<file path="config.mk">
export PLATFORM = sky130hd
export DESIGN_NAME = axi_merge
export DESIGN_NICKNAME = d
export VERILOG_FILES = /design/src/common/axi_merge_pkg.sv /design/src/merge/txn_counter.sv /design/src/merge/axi_merge_ctrl.sv /design/src/source/read_route.sv /design/src/source/write_route.sv /design/src/source/axi_merge.sv
export SDC_FILE = /design/constraint.sdc
export NUM_CORES = 1
export LEC_CHECK = 0
export BUFFER_PORTS_ARGS = -buffer_cell sky130_fd_sc_hd__clkbuf_2
export CORE_AREA = 5 5 212 214
export CTS_CLUSTER_DIAMETER = 80
export DETAILED_ROUTE_END_ITERATION = 8
export DIE_AREA = 0 0 217 219
export PLACE_DENSITY = 0.38
export SLEW_MARGIN = 20
export SYNTH_ARGS = -nofsm -noshare
export SYNTH_HDL_FRONTEND = slang
export SYNTH_SLANG_ARGS = --single-unit
</file>
<file path="constraint.sdc">
create_clock -name clk_i -period 3.1 [get_ports clk_i]
set_input_delay 0.31 -clock clk_i [delete_from_list [all_inputs] [get_ports clk_i]]
set_output_delay 0.31 -clock clk_i [all_outputs]
set_load 0.005 [all_outputs]
</file>
<file path="src/common/axi_merge_pkg.sv">
`default_nettype none

package axi_merge_pkg;

   // port count and bus widths
   localparam int N_PORTS    = 2;
   localparam int SUB_ADDR_W = 28;
   // port index sits above the subordinate address
   localparam int MGR_ADDR_W = SUB_ADDR_W + $clog2(N_PORTS);
   localparam int DATA_W     = 32;
   localparam int STRB_W     = DATA_W / 8;
   localparam int ID_W       = 4;
   localparam int LEN_W      = 8;
   localparam int SIZE_W     = 3;
   localparam int BURST_W    = 2;
   localparam int RESP_W     = 2;
   // outstanding write counters, full at all ones
   localparam int CNT_W      = 5;

   typedef logic [$clog2(N_PORTS)-1:0] port_idx_t;

   // AR / AW payload as seen by a subordinate port
   typedef struct packed {
      logic [SUB_ADDR_W-1:0] addr;
      logic [ID_W-1:0]       id;
      logic [LEN_W-1:0]      len;
      logic [SIZE_W-1:0]     size;
      logic [BURST_W-1:0]    burst;
   } sub_addr_req_t;

   // same payload on the manager side
   typedef struct packed {
      logic [MGR_ADDR_W-1:0] addr;
      logic [ID_W-1:0]       id;
      logic [LEN_W-1:0]      len;
      logic [SIZE_W-1:0]     size;
      logic [BURST_W-1:0]    burst;
   } mgr_addr_req_t;

   typedef struct packed {
      logic [DATA_W-1:0] data;
      logic [STRB_W-1:0] strb;
      logic              last;
   } w_beat_t;

   typedef struct packed {
      logic [DATA_W-1:0] data;
      logic [RESP_W-1:0] resp;
      logic [ID_W-1:0]   id;
      logic              last;
   } r_beat_t;

   typedef struct packed {
      logic [RESP_W-1:0] resp;
      logic [ID_W-1:0]   id;
   } b_resp_t;

   // read arbitration
   typedef enum logic [1:0] {
      RD_IDLE,
      RD_ADDR,
      RD_DATA
   } rd_state_e;

   // widen a subordinate request, port index goes on top of the address
   function automatic mgr_addr_req_t to_mgr_req(input port_idx_t port,
                                                input sub_addr_req_t req);
      mgr_addr_req_t res;
      res.addr  = {port, req.addr};
      res.id    = req.id;
      res.len   = req.len;
      res.size  = req.size;
      res.burst = req.burst;
      return res;
   endfunction

endpackage

`default_nettype wire

</file>
<file path="src/merge/txn_counter.sv">
`timescale 1ns/10ps
`default_nettype none

module txn_counter
   import axi_merge_pkg::*;
(
   input  logic clk_i,
   input  logic arst_n_i,
   // one item opened
   input  logic inc_i,
   // one item closed
   input  logic dec_i,
   output logic empty_o,
   output logic full_o
);

   logic [CNT_W-1:0] cnt_q;

   always_ff @(posedge clk_i or negedge arst_n_i) begin
      if (!arst_n_i) begin
         cnt_q <= '0;
      end else if (inc_i && !dec_i && !full_o) begin
         cnt_q <= cnt_q + CNT_W'(1);
      end else if (dec_i && !inc_i && !empty_o) begin
         cnt_q <= cnt_q - CNT_W'(1);
      end
      // inc and dec together leave the count alone
   end

   assign empty_o = (cnt_q == '0);
   // full at all ones, upstream gating stops further increments
   assign full_o  = &cnt_q;

endmodule

`default_nettype wire

</file>
<file path="src/merge/axi_merge_ctrl.sv">
`timescale 1ns/10ps
`default_nettype none

module axi_merge_ctrl
   import axi_merge_pkg::*;
(
   input  logic               clk_i,
   input  logic               arst_n_i,
   // raw per-port requests
   input  logic [N_PORTS-1:0] arvalid_i,
   input  logic [N_PORTS-1:0] awvalid_i,
   // manager-side handshake events
   input  logic               ar_done_i,
   input  logic               r_last_done_i,
   input  logic               aw_done_i,
   input  logic               w_last_done_i,
   input  logic               b_done_i,
   // selections
   output port_idx_t          rd_sel_o,
   output port_idx_t          rd_sel_q_o,
   output port_idx_t          wr_sel_o,
   output port_idx_t          wr_sel_q_o,
   // gating levels
   output logic               ar_allow_o,
   output logic               aw_allow_o,
   output logic               w_allow_o
);

   // highest requesting index wins, 0 when idle
   function automatic port_idx_t prio_high(input logic [N_PORTS-1:0] req);
      port_idx_t idx;
      idx = '0;
      for (int i = 0; i < N_PORTS; i++) begin
         if (req[i]) begin
            idx = port_idx_t'(i);
         end
      end
      return idx;
   endfunction

   rd_state_e rd_state_q;
   rd_state_e rd_state_d;
   port_idx_t rd_prio;
   port_idx_t wr_prio;
   logic      rd_req;
   logic      wr_req;
   logic      wr_busy_q;
   logic      wr_switch;
   logic      addr_empty;
   logic      addr_full;
   logic      resp_empty;
   logic      resp_full;

   assign rd_prio = prio_high(arvalid_i);
   assign wr_prio = prio_high(awvalid_i);

   // read selection only moves while idle
   assign rd_sel_o   = (rd_state_q == RD_IDLE) ? rd_prio : rd_sel_q_o;
   // no new address once it has been accepted
   assign ar_allow_o = (rd_state_q != RD_DATA);
   // merged arvalid as presented to the manager
   assign rd_req     = arvalid_i[rd_sel_o] & ar_allow_o;

   always_comb begin
      rd_state_d = rd_state_q;
      case (rd_state_q)
         RD_IDLE: begin
            // address may be taken in the very first cycle
            if (ar_done_i) begin
               rd_state_d = RD_DATA;
            end else if (rd_req) begin
               rd_state_d = RD_ADDR;
            end
         end
         RD_ADDR: begin
            if (ar_done_i) begin
               rd_state_d = RD_DATA;
            end
         end
         RD_DATA: begin
            rd_state_d = RD_DATA;
         end
         default: begin
            rd_state_d = RD_IDLE;
         end
      endcase
      // last beat frees the read side from any state
      if (r_last_done_i) begin
         rd_state_d = RD_IDLE;
      end
   end

   // write selection held while busy or any address is outstanding
   assign wr_sel_o  = (wr_busy_q | ~addr_empty) ? wr_sel_q_o : wr_prio;
   // other port is now the preferred one
   assign wr_switch = (wr_sel_o != wr_prio);

   assign aw_allow_o = ~(addr_full | (~addr_empty & wr_switch));
   assign w_allow_o  = ~(resp_full | (~resp_empty & wr_switch));

   // gated awvalid toward the manager
   assign wr_req = awvalid_i[wr_sel_o] & aw_allow_o;

   always_ff @(posedge clk_i or negedge arst_n_i) begin
      if (!arst_n_i) begin
         rd_state_q <= RD_IDLE;
         rd_sel_q_o <= '0;
         wr_sel_q_o <= '0;
         wr_busy_q  <= 1'b0;
      end else begin
         rd_state_q <= rd_state_d;
         rd_sel_q_o <= rd_sel_o;
         wr_sel_q_o <= wr_sel_o;
         // a presented address keeps the flag over a response
         if (wr_req) begin
            wr_busy_q <= 1'b1;
         end else if (b_done_i) begin
            wr_busy_q <= 1'b0;
         end
      end
   end

   // addresses accepted, waiting on B
   txn_counter addr_cnt (
      .clk_i   (clk_i),
      .arst_n_i(arst_n_i),
      .inc_i   (aw_done_i),
      .dec_i   (b_done_i),
      .empty_o (addr_empty),
      .full_o  (addr_full)
   );

   // bursts fully written, waiting on B
   txn_counter resp_cnt (
      .clk_i   (clk_i),
      .arst_n_i(arst_n_i),
      .inc_i   (w_last_done_i),
      .dec_i   (b_done_i),
      .empty_o (resp_empty),
      .full_o  (resp_full)
   );

endmodule

`default_nettype wire

</file>
<file path="src/source/read_route.sv">
`timescale 1ns/10ps
`default_nettype none

module read_route
   import axi_merge_pkg::*;
(
   // current and registered selection
   input  port_idx_t                   sel_i,
   input  port_idx_t                   sel_q_i,
   input  logic                        allow_i,
   // subordinate side
   input  sub_addr_req_t [N_PORTS-1:0] s_ar_i,
   input  logic [N_PORTS-1:0]          s_arvalid_i,
   output logic [N_PORTS-1:0]          s_arready_o,
   output r_beat_t [N_PORTS-1:0]       s_r_o,
   output logic [N_PORTS-1:0]          s_rvalid_o,
   input  logic [N_PORTS-1:0]          s_rready_i,
   // manager side
   output mgr_addr_req_t               m_ar_o,
   output logic                        m_arvalid_o,
   input  logic                        m_arready_i,
   input  r_beat_t                     m_r_i,
   input  logic                        m_rvalid_i,
   output logic                        m_rready_o,
   // handshake events for the control block
   output logic                        ar_done_o,
   output logic                        r_last_done_o
);

   logic ar_ready_gated;

   // AR mux, port index on top of the address
   assign m_ar_o      = to_mgr_req(sel_i, s_ar_i[sel_i]);
   assign m_arvalid_o = allow_i & s_arvalid_i[sel_i];
   // ready also blocked while data is in flight
   assign ar_ready_gated = allow_i & m_arready_i;

   always_comb begin
      for (int p = 0; p < N_PORTS; p++) begin
         s_arready_o[p] = (sel_i == port_idx_t'(p)) & ar_ready_gated;
         // R demux by registered selection
         s_rvalid_o[p]  = (sel_q_i == port_idx_t'(p)) & m_rvalid_i;
         s_r_o[p]       = (sel_q_i == port_idx_t'(p)) ? m_r_i : '0;
      end
   end

   assign m_rready_o = s_rready_i[sel_q_i];

   assign ar_done_o     = m_arvalid_o & m_arready_i;
   assign r_last_done_o = m_rvalid_i & m_rready_o & m_r_i.last;

endmodule

`default_nettype wire

</file>
<file path="src/source/write_route.sv">
`timescale 1ns/10ps
`default_nettype none

module write_route
   import axi_merge_pkg::*;
(
   // current and registered selection
   input  port_idx_t                   sel_i,
   input  port_idx_t                   sel_q_i,
   input  logic                        aw_allow_i,
   input  logic                        w_allow_i,
   // subordinate AW
   input  sub_addr_req_t [N_PORTS-1:0] s_aw_i,
   input  logic [N_PORTS-1:0]          s_awvalid_i,
   output logic [N_PORTS-1:0]          s_awready_o,
   // subordinate W
   input  w_beat_t [N_PORTS-1:0]       s_w_i,
   input  logic [N_PORTS-1:0]          s_wvalid_i,
   output logic [N_PORTS-1:0]          s_wready_o,
   // subordinate B
   output b_resp_t [N_PORTS-1:0]       s_b_o,
   output logic [N_PORTS-1:0]          s_bvalid_o,
   input  logic [N_PORTS-1:0]          s_bready_i,
   // manager side
   output mgr_addr_req_t               m_aw_o,
   output logic                        m_awvalid_o,
   input  logic                        m_awready_i,
   output w_beat_t                     m_w_o,
   output logic                        m_wvalid_o,
   input  logic                        m_wready_i,
   input  b_resp_t                     m_b_i,
   input  logic                        m_bvalid_i,
   output logic                        m_bready_o,
   // handshake events for the control block
   output logic                        aw_done_o,
   output logic                        w_last_done_o,
   output logic                        b_done_o
);

   logic aw_ready_gated;
   logic w_ready_gated;

   // AW mux, port index on top of the address
   assign m_aw_o      = to_mgr_req(sel_i, s_aw_i[sel_i]);
   assign m_awvalid_o = aw_allow_i & s_awvalid_i[sel_i];
   assign aw_ready_gated = aw_allow_i & m_awready_i;

   // W follows the same selection
   // wvalid ahead of awvalid would land on the wrong port
   assign m_w_o       = s_w_i[sel_i];
   assign m_wvalid_o  = w_allow_i & s_wvalid_i[sel_i];
   assign w_ready_gated = w_allow_i & m_wready_i;

   always_comb begin
      for (int p = 0; p < N_PORTS; p++) begin
         s_awready_o[p] = (sel_i == port_idx_t'(p)) & aw_ready_gated;
         s_wready_o[p]  = (sel_i == port_idx_t'(p)) & w_ready_gated;
         // B demux by registered selection
         s_bvalid_o[p]  = (sel_q_i == port_idx_t'(p)) & m_bvalid_i;
         s_b_o[p]       = (sel_q_i == port_idx_t'(p)) ? m_b_i : '0;
      end
   end

   assign m_bready_o = s_bready_i[sel_q_i];

   assign aw_done_o     = m_awvalid_o & m_awready_i;
   // only the closing beat of a burst counts
   assign w_last_done_o = m_wvalid_o & m_wready_i & m_w_o.last;
   assign b_done_o      = m_bvalid_i & m_bready_o;

endmodule

`default_nettype wire

</file>
<file path="src/source/axi_merge.sv">
`timescale 1ns/10ps
`default_nettype none

module axi_merge
   import axi_merge_pkg::*;
(
   input  logic                        clk_i,
   input  logic                        arst_n_i,
   // subordinate ports, indexed by port
   input  sub_addr_req_t [N_PORTS-1:0] s_ar_i,
   input  logic [N_PORTS-1:0]          s_arvalid_i,
   output logic [N_PORTS-1:0]          s_arready_o,
   output r_beat_t [N_PORTS-1:0]       s_r_o,
   output logic [N_PORTS-1:0]          s_rvalid_o,
   input  logic [N_PORTS-1:0]          s_rready_i,
   input  sub_addr_req_t [N_PORTS-1:0] s_aw_i,
   input  logic [N_PORTS-1:0]          s_awvalid_i,
   output logic [N_PORTS-1:0]          s_awready_o,
   input  w_beat_t [N_PORTS-1:0]       s_w_i,
   input  logic [N_PORTS-1:0]          s_wvalid_i,
   output logic [N_PORTS-1:0]          s_wready_o,
   output b_resp_t [N_PORTS-1:0]       s_b_o,
   output logic [N_PORTS-1:0]          s_bvalid_o,
   input  logic [N_PORTS-1:0]          s_bready_i,
   // manager port
   output mgr_addr_req_t               m_ar_o,
   output logic                        m_arvalid_o,
   input  logic                        m_arready_i,
   input  r_beat_t                     m_r_i,
   input  logic                        m_rvalid_i,
   output logic                        m_rready_o,
   output mgr_addr_req_t               m_aw_o,
   output logic                        m_awvalid_o,
   input  logic                        m_awready_i,
   output w_beat_t                     m_w_o,
   output logic                        m_wvalid_o,
   input  logic                        m_wready_i,
   input  b_resp_t                     m_b_i,
   input  logic                        m_bvalid_i,
   output logic                        m_bready_o
);

   // selections and gating from control
   port_idx_t rd_sel;
   port_idx_t rd_sel_q;
   port_idx_t wr_sel;
   port_idx_t wr_sel_q;
   logic      ar_allow;
   logic      aw_allow;
   logic      w_allow;
   // handshake events from the datapaths
   logic      ar_done;
   logic      r_last_done;
   logic      aw_done;
   logic      w_last_done;
   logic      b_done;

   axi_merge_ctrl ctrl_i (
      .clk_i        (clk_i),
      .arst_n_i     (arst_n_i),
      .arvalid_i    (s_arvalid_i),
      .awvalid_i    (s_awvalid_i),
      .ar_done_i    (ar_done),
      .r_last_done_i(r_last_done),
      .aw_done_i    (aw_done),
      .w_last_done_i(w_last_done),
      .b_done_i     (b_done),
      .rd_sel_o     (rd_sel),
      .rd_sel_q_o   (rd_sel_q),
      .wr_sel_o     (wr_sel),
      .wr_sel_q_o   (wr_sel_q),
      .ar_allow_o   (ar_allow),
      .aw_allow_o   (aw_allow),
      .w_allow_o    (w_allow)
   );

   read_route rd_route_i (
      .sel_i        (rd_sel),
      .sel_q_i      (rd_sel_q),
      .allow_i      (ar_allow),
      .s_ar_i       (s_ar_i),
      .s_arvalid_i  (s_arvalid_i),
      .s_arready_o  (s_arready_o),
      .s_r_o        (s_r_o),
      .s_rvalid_o   (s_rvalid_o),
      .s_rready_i   (s_rready_i),
      .m_ar_o       (m_ar_o),
      .m_arvalid_o  (m_arvalid_o),
      .m_arready_i  (m_arready_i),
      .m_r_i        (m_r_i),
      .m_rvalid_i   (m_rvalid_i),
      .m_rready_o   (m_rready_o),
      .ar_done_o    (ar_done),
      .r_last_done_o(r_last_done)
   );

   write_route wr_route_i (
      .sel_i        (wr_sel),
      .sel_q_i      (wr_sel_q),
      .aw_allow_i   (aw_allow),
      .w_allow_i    (w_allow),
      .s_aw_i       (s_aw_i),
      .s_awvalid_i  (s_awvalid_i),
      .s_awready_o  (s_awready_o),
      .s_w_i        (s_w_i),
      .s_wvalid_i   (s_wvalid_i),
      .s_wready_o   (s_wready_o),
      .s_b_o        (s_b_o),
      .s_bvalid_o   (s_bvalid_o),
      .s_bready_i   (s_bready_i),
      .m_aw_o       (m_aw_o),
      .m_awvalid_o  (m_awvalid_o),
      .m_awready_i  (m_awready_i),
      .m_w_o        (m_w_o),
      .m_wvalid_o   (m_wvalid_o),
      .m_wready_i   (m_wready_i),
      .m_b_i        (m_b_i),
      .m_bvalid_i   (m_bvalid_i),
      .m_bready_o   (m_bready_o),
      .aw_done_o    (aw_done),
      .w_last_done_o(w_last_done),
      .b_done_o     (b_done)
   );

endmodule

`default_nettype wire

</file>
# After elaboration in Yosys (flattened, before gate mapping)
# Index checks and enable logic that the tools add are counted.
# Widths: inputs -> output; s select.
[totals] register_bits=15 in_bits=316 output_inout_bits=234 elab_cells=115
[classes] add_sub_neg=4 magnitude_cmp=4 eq_ne=6 n_mux=35 n_bitwise=36 n_reduce_logical=24
[ops] operator="$mux 45" n=4
[ops] operator="$mux 39" n=2
[ops] operator="$mux 37" n=2
[ops] operator="$and 1x1->1" n=25
[ops] operator="$mux 5" n=4
[ops] operator="$mux 1" n=16
[ops] operator="$mux 6" n=2
[ops] operator="$add 5x1->5 const B" n=2
[ops] operator="$logic_not 5->1" n=2
[ops] operator="$reduce_and 5->1" n=2
[ops] operator="$sub 5x1->5 const B" n=2
[ops] operator="$logic_and 1x1->1" n=8
[ops] operator="$lt 1x2->1 const B" n=4
[ops] operator="$mux 2" n=4
[ops] operator="$not 1->1" n=8
[ops] operator="$logic_not 1->1" n=7
[ops] operator="$pmux 2 s3" n=1
[ops] operator="$reduce_bool 2->1" n=3
[ops] operator="$ne 4x2->1 const B" n=1
[ops] operator="$ne 3x2->1 const B" n=1
[ops] operator="$or 1x1->1" n=3
[ops] operator="$eq 2x1->1 const B" n=1
[ops] operator="$eq 2x2->1 const B" n=1
[ops] operator="$logic_not 2->1" n=1
[ops] operator="3 further kinds" n=3

# Longest topological paths before layout
# Gate-level depths: netlist of run 1.
[depth] depth_word=16 ltp_mapped=13 mapped_depth_nobuf=12

# Hierarchy
# Synthesis of run 1 repeated with hierarchy kept, for this count alone.
[unflattened] hier_cells=392 area_unflattened_um2=3763.6
[by_module_without_submodules] module="write_route" n_inst=1 cells_each=122 area_per_inst_um2=1297.5 seq_area_each_um2=0.0
[by_module_without_submodules] module="read_route" n_inst=1 cells_each=148 area_per_inst_um2=1232.4 seq_area_each_um2=0.0
[by_module_without_submodules] module="txn_counter" n_inst=2 cells_each=42 area_per_inst_um2=445.4 seq_area_each_um2=125.1
[by_module_without_submodules] module="axi_merge_ctrl" n_inst=1 cells_each=38 area_per_inst_um2=342.8 seq_area_each_um2=125.1

# Least setup slack after synthesis of run 1
# No wires, ideal clock.
[synth_timing] path_kind="register -> register" startpoint="reg ctrl_i.addr_cnt.cnt_q[1]" endpoint="reg ctrl_i.addr_cnt.cnt_q[4]" setup_ps=79 arrival_ps=2682 required_ps=3021 slack_ps=339 stages_incl_launch_ff=10 path_buffers=0 synth_period_minus_slack_ps=2761 path_cell_list="dfrtp_1 > or2_2 > a2111oi_2 > a211oi_1 > or3b_4 > fa_1 > a21o_1 > a21oi_1 > mux2i_1 > xor2_1"
[synth_between] elab_chain_cells=14 elab_cells_between_ends=25 cone_classes="2 x add/sub; 1 x eq/ne; 5 x mux; 7 x bitwise; 10 x reduce/logical"
[synth_rtl] item="from (decl)" line_no="txn_counter.sv:17" text="logic [CNT_W-1:0] cnt_q;"
[synth_rtl] item="from (signal assigned)" line_no="txn_counter.sv:23" text="cnt_q <= cnt_q + CNT_W'(1);"
[synth_rtl] item="from (signal assigned)" line_no="txn_counter.sv:25" text="cnt_q <= cnt_q - CNT_W'(1);"
[synth_rtl] item="$logic_not 5->1" line_no="txn_counter.sv:30" text="assign empty_o = (cnt_q == '0);"
[synth_rtl] item="$not 1->1" line_no="axi_merge_ctrl.sv:94, axi_merge_ctrl.sv:98"
[synth_rtl] item="$or 1x1->1" line_no="axi_merge_ctrl.sv:94" text="assign wr_sel_o = (wr_busy_q | ~addr_empty) ? wr_sel_q_o : wr_prio;"
[synth_rtl] item="$mux 1" line_no="axi_merge_ctrl.sv:94"
[synth_rtl] item="$ne 1x1->1" line_no="axi_merge_ctrl.sv:96" text="assign wr_switch = (wr_sel_o != wr_prio);"
[synth_rtl] item="$and 1x1->1" line_no="axi_merge_ctrl.sv:98" text="assign aw_allow_o = ~(addr_full | (~addr_empty & wr_switch));"
[synth_rtl] item="$or 1x1->1" line_no="axi_merge_ctrl.sv:98"
[synth_rtl] item="$not 1->1" line_no="axi_merge_ctrl.sv:98"
[synth_rtl] item="$and 1x1->1" line_no="write_route.sv:45" text="assign m_awvalid_o = aw_allow_i & s_awvalid_i[sel_i];"
[synth_rtl] item="$and 1x1->1" line_no="write_route.sv:66" text="assign aw_done_o = m_awvalid_o & m_awready_i;"
[synth_rtl] item="$logic_not 1->1" line_no="txn_counter.sv:24" text="end else if (dec_i && !inc_i && !empty_o) begin"
[synth_rtl] item="$logic_and 1x1->1 (2 in series)" line_no="txn_counter.sv:24"
[synth_rtl] item="$reduce_bool 2->1 (no line)"
# Parallel ways exist; a longest one is shown, timed or not. The select of a mux whose other input is x is not followed.
# A chain may end at the register's enable or synchronous reset.

# Final worst setup path of run 1
[layout_timing] startpoint="reg ctrl_i.addr_cnt.cnt_q[3]" endpoint="reg ctrl_i.resp_cnt.cnt_q[4]"
[layout_between] elab_chain_cells=15 elab_cells_between_ends=22 cone_classes="1 x eq/ne; 6 x mux; 8 x bitwise; 7 x reduce/logical"
[layout_rtl] item="$logic_not 5->1 (*)" line_no="txn_counter.sv:30"
[layout_rtl] item="$not 1->1 (*)" line_no="axi_merge_ctrl.sv:94"
[layout_rtl] item="$or 1x1->1 (*)" line_no="axi_merge_ctrl.sv:94"
[layout_rtl] item="$mux 1 (*)" line_no="axi_merge_ctrl.sv:94"
[layout_rtl] item="$ne 1x1->1" line_no="axi_merge_ctrl.sv:96"
[layout_rtl] item="$and 1x1->1" line_no="axi_merge_ctrl.sv:99" text="assign w_allow_o = ~(resp_full | (~resp_empty & wr_switch));"
[layout_rtl] item="$or 1x1->1" line_no="axi_merge_ctrl.sv:99"
[layout_rtl] item="$not 1->1" line_no="axi_merge_ctrl.sv:99"
[layout_rtl] item="$and 1x1->1" line_no="write_route.sv:51" text="assign m_wvalid_o = w_allow_i & s_wvalid_i[sel_i];"
[layout_rtl] item="$and 1x1->1" line_no="write_route.sv:68" text="assign w_last_done_o = m_wvalid_o & m_wready_i & m_w_o.last;"
[layout_rtl] item="$and 1x1->1 (*)" line_no="write_route.sv:68"
[layout_rtl] item="$logic_not 1->1" line_no="txn_counter.sv:24"
[layout_rtl] item="$logic_and 1x1->1 (2 in series)" line_no="txn_counter.sv:24"
[layout_rtl] item="$reduce_bool 2->1 (no line)"
[layout_rtl] item="to (signal assigned)" line_no="txn_counter.sv:23"
[layout_rtl] item="to (signal assigned)" line_no="txn_counter.sv:25"
[layout_rtl] item="to (decl)" line_no="txn_counter.sv:17"
# Every way passes the cells marked *; elsewhere a longest branch is shown, timed or not. The select of a mux whose other input is x is not followed.

==> results of run 1 <==
==> kinds of logic (layout without fill, tap and decap cells) <==
logic type | Yosys count | in the layout | share of synthesized area
AO/OA/AOI/OAI | 30 | 30 | 0.0576
buffers and inverters | 41 | 575 | 0.0525
adder cells (fa/ha/maj) | 13 | 13 | 0.0514
AND/OR/NAND/NOR | 142 | 142 | 0.252
flip-flops | 15 | 15 | 0.109
other | 0 | 4 | 0
XOR/XNOR | 9 | 9 | 0.0228
multiplexers | 138 | 138 | 0.455
==> how the worst max path moves through the flow <==
stage,to,start,depth (start not counted)
floorplan,ctrl_i.addr_cnt.cnt_q[4],ctrl_i.addr_cnt.cnt_q[1],9
global placement,ctrl_i.resp_cnt.cnt_q[4],ctrl_i.addr_cnt.cnt_q[3],12
detailed placement,ctrl_i.resp_cnt.cnt_q[4],ctrl_i.addr_cnt.cnt_q[0],12
CTS,m_w_o[13],ctrl_i.addr_cnt.cnt_q[0],8
global route,ctrl_i.resp_cnt.cnt_q[4],ctrl_i.addr_cnt.cnt_q[0],12
finish,ctrl_i.resp_cnt.cnt_q[4],ctrl_i.addr_cnt.cnt_q[3],12
==> synth_stat cells (all sizes together) <==
library cell,n,share of area
nand2b,2,0.0036
dfrtp,15,0.11
and3b,1,0.0025
or2,2,0.0043
a21o,4,0.0087
nor4bb,1,0.0029
mux2i,4,0.015
ha,11,0.040
o211ai,1,0.0022
or3,1,0.0033
or3b,2,0.0058
and2,49,0.089
a2111oi,3,0.0094
mux2,134,0.44
fa,2,0.012
o21ai,5,0.0072
o32a,1,0.0029
nand3,4,0.0058
nor2,10,0.011
a21boi,1,0.0022
a211o,1,0.0025
nor3,5,0.011
or4,1,0.0022
a21oi,12,0.017
nand2,9,0.0098
xnor2,5,0.013
xor2,4,0.010
a211oi,1,0.0022
and3,4,0.0072
clkbuf,16,0.017
nor2b,48,0.087
and2b,1,0.0022
inv,12,0.013
nand3b,2,0.0043
a311o,1,0.0029
buf,13,0.022
==> area by class of cell <==
cell class	count	area (sq um)	share of cell area
multi-input combinational	332	2940	0.421
timing repair buffer	559	2850	0.408
tap	546	683	0.0979
sequential	15	378	0.0541
clock buffer	3	75.1	0.0108
inverter	12	45.0	0.00645
antenna	4	10.0	0.00143
clock inverter	1	5.00	0.000717
==> worst max-delay path, stage by stage, from the launching register on <==
cell,delay [ns]
dfrtp_1,0.42
or3_4,0.45
o32a_1,0.31
nor2_2,0.16
nor2_1,0.07
nand2_1,0.17
inv_1,0.08
fa_1,0.40
nand3b_1,0.17
nand2_1,0.08
nor4bb_1,0.30
a21oi_1,0.09
xnor2_1,0.13
==> power by group <==
group / leakage [uW] / internal, uW / total [uW] / switching, uW
Clock: 0.0000409 / 174 / 289 / 115
Sequential: 0.000174 / 302 / 456 / 154
Combinational: 0.00355 / 2050 / 3820 / 1760
Total: 0.00377 / 2530 / 4560 / 2030
==> sequential cells by signal (all words and copies together), names as in the netlist <==
name and count:
ctrl_i.wr_sel_q_o 1, ctrl_i.wr_busy_q 1, ctrl_i.rd_state_q 2, ctrl_i.addr_cnt.cnt_q 5, ctrl_i.resp_cnt.cnt_q 5, ctrl_i.rd_sel_q_o 1
==> per-stage QoR <==
stage	TNS, ns	std cells	utilization	hold WS (ns)
finish	0	1472	0.163	0.00981
global route	-0.0357	1472	0.163	0.0660
CTS	0	1468	0.163	0.0453
detailed placement	0	1464	0.161	0.344
global placement	0	1464	0.161	0.353
floorplan	0	388	-	0.0144
==> layer usage <==
| metal | GRT usage | vias up | share of wire |
|---|---|---|---|
| li1 | - | 2419 | - |
| met1 | 0.0809 | 2161 | 0.35 |
| met2 | 0.158 | 316 | 0.55 |
| met3 | 0.0153 | 13 | 0.082 |
| met4 | 0.0299 | 0 | 0.022 |
| met5 | 0 | - | 0 |
==> placed cells by master, fill, tap and decap left out, types with 4 or more instances in the layout <==
| cell type | count |
|---|---|
| mux2_2 | 129 |
| a21o_1 | 4 |
| buf_4 | 8 |
| nor2b_1 | 48 |
| clkbuf_2 | 549 |
| xor2_1 | 4 |
| nand3_1 | 4 |
| and3_1 | 4 |
| nor2_1 | 9 |
| nand2_1 | 9 |
| inv_1 | 12 |
| diode_2 | 4 |
| and2_1 | 48 |
| nor3_1 | 4 |
| a21oi_1 | 12 |
| dfrtp_1 | 13 |
| xnor2_1 | 5 |
| ha_1 | 11 |
==> timing repair <==
item,4_1_cts,5_1_grt
endpoints found under the setup margin,0,2
hold endpoints to repair,0,0
resized for setup,0,3
==> results.cfg, run 1 <==
[global_route]
grt_pass1_vias = 5077
grt_usage = 0.0792
grt_max_degree = 69
overflow = 0
grt_antenna_before_repair = 5
grt_pass1_wl_mm = 29.3

[logic_synthesis]
netlist_instances = 388
syn_area_sq_um = 3450
synth_cell_type_count = 47
synth-seq-area-share = 0.109
syn-num-nets = 717
yosys_warnings = 0
avgSynthCellArea_sq_um = 8.90
synth_seq_cells = 15

[timing]
hold_viol_final = 0
post-route-period-util = 0.944
timing.fmax_ghz = 0.342
layout_min_cycle_time_ns = 2.93
slew_headroom = 0.643
rsz0062_at_grt = yes
setup_ws_ns = 0.174
fin_worst_skew_ns = 0.00823
setup_violations = 0
maxSlewViolCount = 0
worst_pin_slew_ns = 0.536

[drt]
drt-initial-drc-count = 107
viasPerCell = 3.33
wl_per_cell_um = 14.6
totalWireLength_mm = 21.4
post-route-drc-count = 0
postRouteAntennaNets = 0
vias = 4909
dr.pass1.iters = 4

[floorplanning]
ioPinCount = 550
fp.dieW_um = 217
initial_utilization = 0.0809
core_area_sq_um = 42700
die_h_um = 219
rows = 76
dieArea_sq_um = 47500

[critical_path]
worstSetupPathType = reg2reg
rr_endpoint = ctrl_i.resp_cnt.cnt_q[4]
crit_required_ns = 3.24
r2r_slack_ns = 0.17
rr_worst_depth = 12
worstPathArrival_ns = 3.07
crit_path_max_fanout = 5
cp-end-kind = flip-flop
r2r_start = ctrl_i.addr_cnt.cnt_q[3]
startpoint_type = flip-flop

[final_layout]
fill_cells = 4876
syn_to_final_growth_pct = 102
fin_area_sq_um = 6980
nets = 1252
drive_above_1_share = 0.768

[pwr]
p_total_uw = 4560
vdd_drop_max_mv = 0.379
powerDensity_nw_per_um2 = 654
p_leak_uw = 0.00377

[clocking]
cts_setup_buffers = 0
clockRootBuffer = clkbuf_16
clock_latency_ns = 0.26
numCtsBuffers = 3
htreeDepth = 1
cts_sinks = 15
clockBufferDepth = 2
tritoncts = done
path_clk_slew_ns = 0.07
cts-hold-fix-buffers = 0

[min_path]
hp-class = in2async

[placement]
io_buffers = 549
dpl_worst_slack_ns = 0.185
dpl.hpwl_mm = 19.6
gp_congestion = 0.813
place_area_sq_um = 6870

[run]
cap_violations = 0

[run_status]
status = complete, no violations
No activity file was read; power rests on OpenSTA's default activity.
==> run 2: changes to the inputs <==
CTS_BUF_LIST = sky130_fd_sc_hd__clkbuf_2 sky130_fd_sc_hd__clkbuf_4 sky130_fd_sc_hd__clkbuf_8   (was unset)
==> run 2 against run 1 <==
  * Largest cell class unchanged
  * Worst setup slack worse by 0.011 ns
  * Worst hold slack got worse by 0.021 ns
  * Critical endpoint unchanged
  * Sequential cell count did not move
  * Highest routed layer unchanged
  * Register-to-register slack is essentially flat
  * Sequential power about the same
  * The run now ends with negative hold slack left
  * Critical path type unchanged
==> results.cfg, run 2 (same netlist as run 1, synthesis figures left out) <==
[final_layout]
top_regs = ctrl_i.addr_cnt.cnt_q: 5 flops, ctrl_i.resp_cnt.cnt_q: 5 flops, ctrl_i.rd_state_q: 2 flops
drive_above_1_share = 0.768
fin_area_sq_um = 6950
final_common_cell = clkbuf_2
syn_to_final_growth_pct = 101
fill_cells = 4882
seq_area_sq_um = 378
multiInputGateArea_sq_um = 2940
layout_common_cells = clkbuf_2 (549), mux2_2 (129), and2_1 (48), nor2b_1 (48), dfrtp_1 (13)
nets = 1252
postLayoutCoreUtil = 0.163

[critical_path]
crit_chain = or3_4, o32a_1, nor2_2, nor2_1, nand2_1, inv_1, fa_1, nand3b_1, nand2_1, nor4bb_1, a21oi_1, xnor2_1
startpoint_type = flip-flop
crit_required_ns = 3.26
crit_family = simple AND/OR/NAND/NOR gates
path_buf_inv = 1
worstSetupPathType = reg2reg
worstPathArrival_ns = 3.09
cp_slowest_cell = or3_4
cp-end-kind = flip-flop
r2r_slack_ns = 0.16
max_stage_delay_ns = 0.45
crit_path_max_fanout = 5
path_common_cell = nand2_1

[pwr]
p_leak_uw = 0.00375
powerDensity_nw_per_um2 = 643
vdd_drop_max_mv = 0.379
p_total_uw = 4470

[timing]
setup_violations = 0
slew_headroom = 0.643
timing.fmax_ghz = 0.341
layout_min_cycle_time_ns = 2.94
post-route-period-util = 0.947
fin_worst_skew_ns = 0.0126
worst_pin_slew_ns = 0.536
tns_ns = 0
maxSlewViolCount = 0
rsz0062_at_grt = yes
whs_ns = -0.0111
hold_viol_final = 6

[clocking]
cts_sinks = 15
clockBufferDepth = 2
path_clk_slew_ns = 0.09
clock_latency_ns = 0.28
htreeDepth = 1
numCtsBuffers = 3
clockRootBuffer = clkbuf_8
tritoncts = done

[drt]
totalWireLength_mm = 21.4
post-route-drc-count = 0
wl_per_cell_um = 14.6
dr.pass1.iters = 4
viasPerCell = 3.34
drt-initial-drc-count = 107
vias = 4912
postRouteAntennaNets = 0

[global_route]
grt_pass1_vias = 5078
grt_pass1_wl_mm = 29.4
grt_antenna_before_repair = 5
grt_max_degree = 69
overflow = 0
grt_usage = 0.0792

[placement]
dpl.hpwl_mm = 19.6
io_buffers = 549
place_area_sq_um = 6870
gp_congestion = 0.813

[run_status]
status = finished, violations left
failed_checks = negative hold slack

[floorplanning]
rows = 76
fp.dieW_um = 217
dieArea_sq_um = 47500
ioPinCount = 550
die_h_um = 219
initial_utilization = 0.0809
core_area_sq_um = 42700

[run]
cap_violations = 0

[min_path]
hp-class = in2async
run 2: final timing paths:
kind | start | end | depth (start not counted)
min in group clk_i | m_r_i[0] | ctrl_i.rd_state_q[1] | 3
max reg2reg | ctrl_i.addr_cnt.cnt_q[3] | ctrl_i.resp_cnt.cnt_q[4] | 12
min reg2reg | ctrl_i.addr_cnt.cnt_q[4] | ctrl_i.addr_cnt.cnt_q[4] | 1
min | arst_n_i | ctrl_i.rd_state_q[0] | 1
max in group asynchronous | arst_n_i | ctrl_i.addr_cnt.cnt_q[0] | 1
max | ctrl_i.addr_cnt.cnt_q[3] | ctrl_i.resp_cnt.cnt_q[4] | 12
run 2: cell type report:
cell class              instances  share of cell area
flip-flops and latches         15              0.0544
diodes                          4             0.00144
clock inverters                 1            0.000721
repair buffers                559               0.410
clock buffers                   3             0.00594
inverters                      12             0.00649
well taps                     546              0.0984
multi-input cells             332               0.423
run 2: through the flow:
step	worst slack (ns)	cells
after floorplan	0.339	388
after global placement	0.152	1464
after detailed placement	0.185	1464
after CTS	0.112	1468
after global routing	-0.0328	1472
final	0.164	1472
run 2: report_power, final:
group / internal [uW] / switching (uW) / leakage [uW]
sequential: 301 / 155 / 0.000174
clock: 90.0 / 106 / 0.0000255
combinational: 2050 / 1760 / 0.00355
run 2: repair_timing:
| item | 4_1_cts | 5_1_grt |
|---|---|---|
| gates resized for setup | 0 | 3 |
| buffers inserted | 0 | 0 |
| endpoints found under the setup margin | 0 | 6 |
| hold buffers | 0 | 0 |
run 2: routing by layer:
layer,vias to the layer above,part of all wire,global-route usage
met1,2165,0.35,0.0812
met5,-,0,0
met4,0,0.022,0.0299
met3,13,0.081,0.0153
met2,316,0.55,0.158
li1,2418,-,-
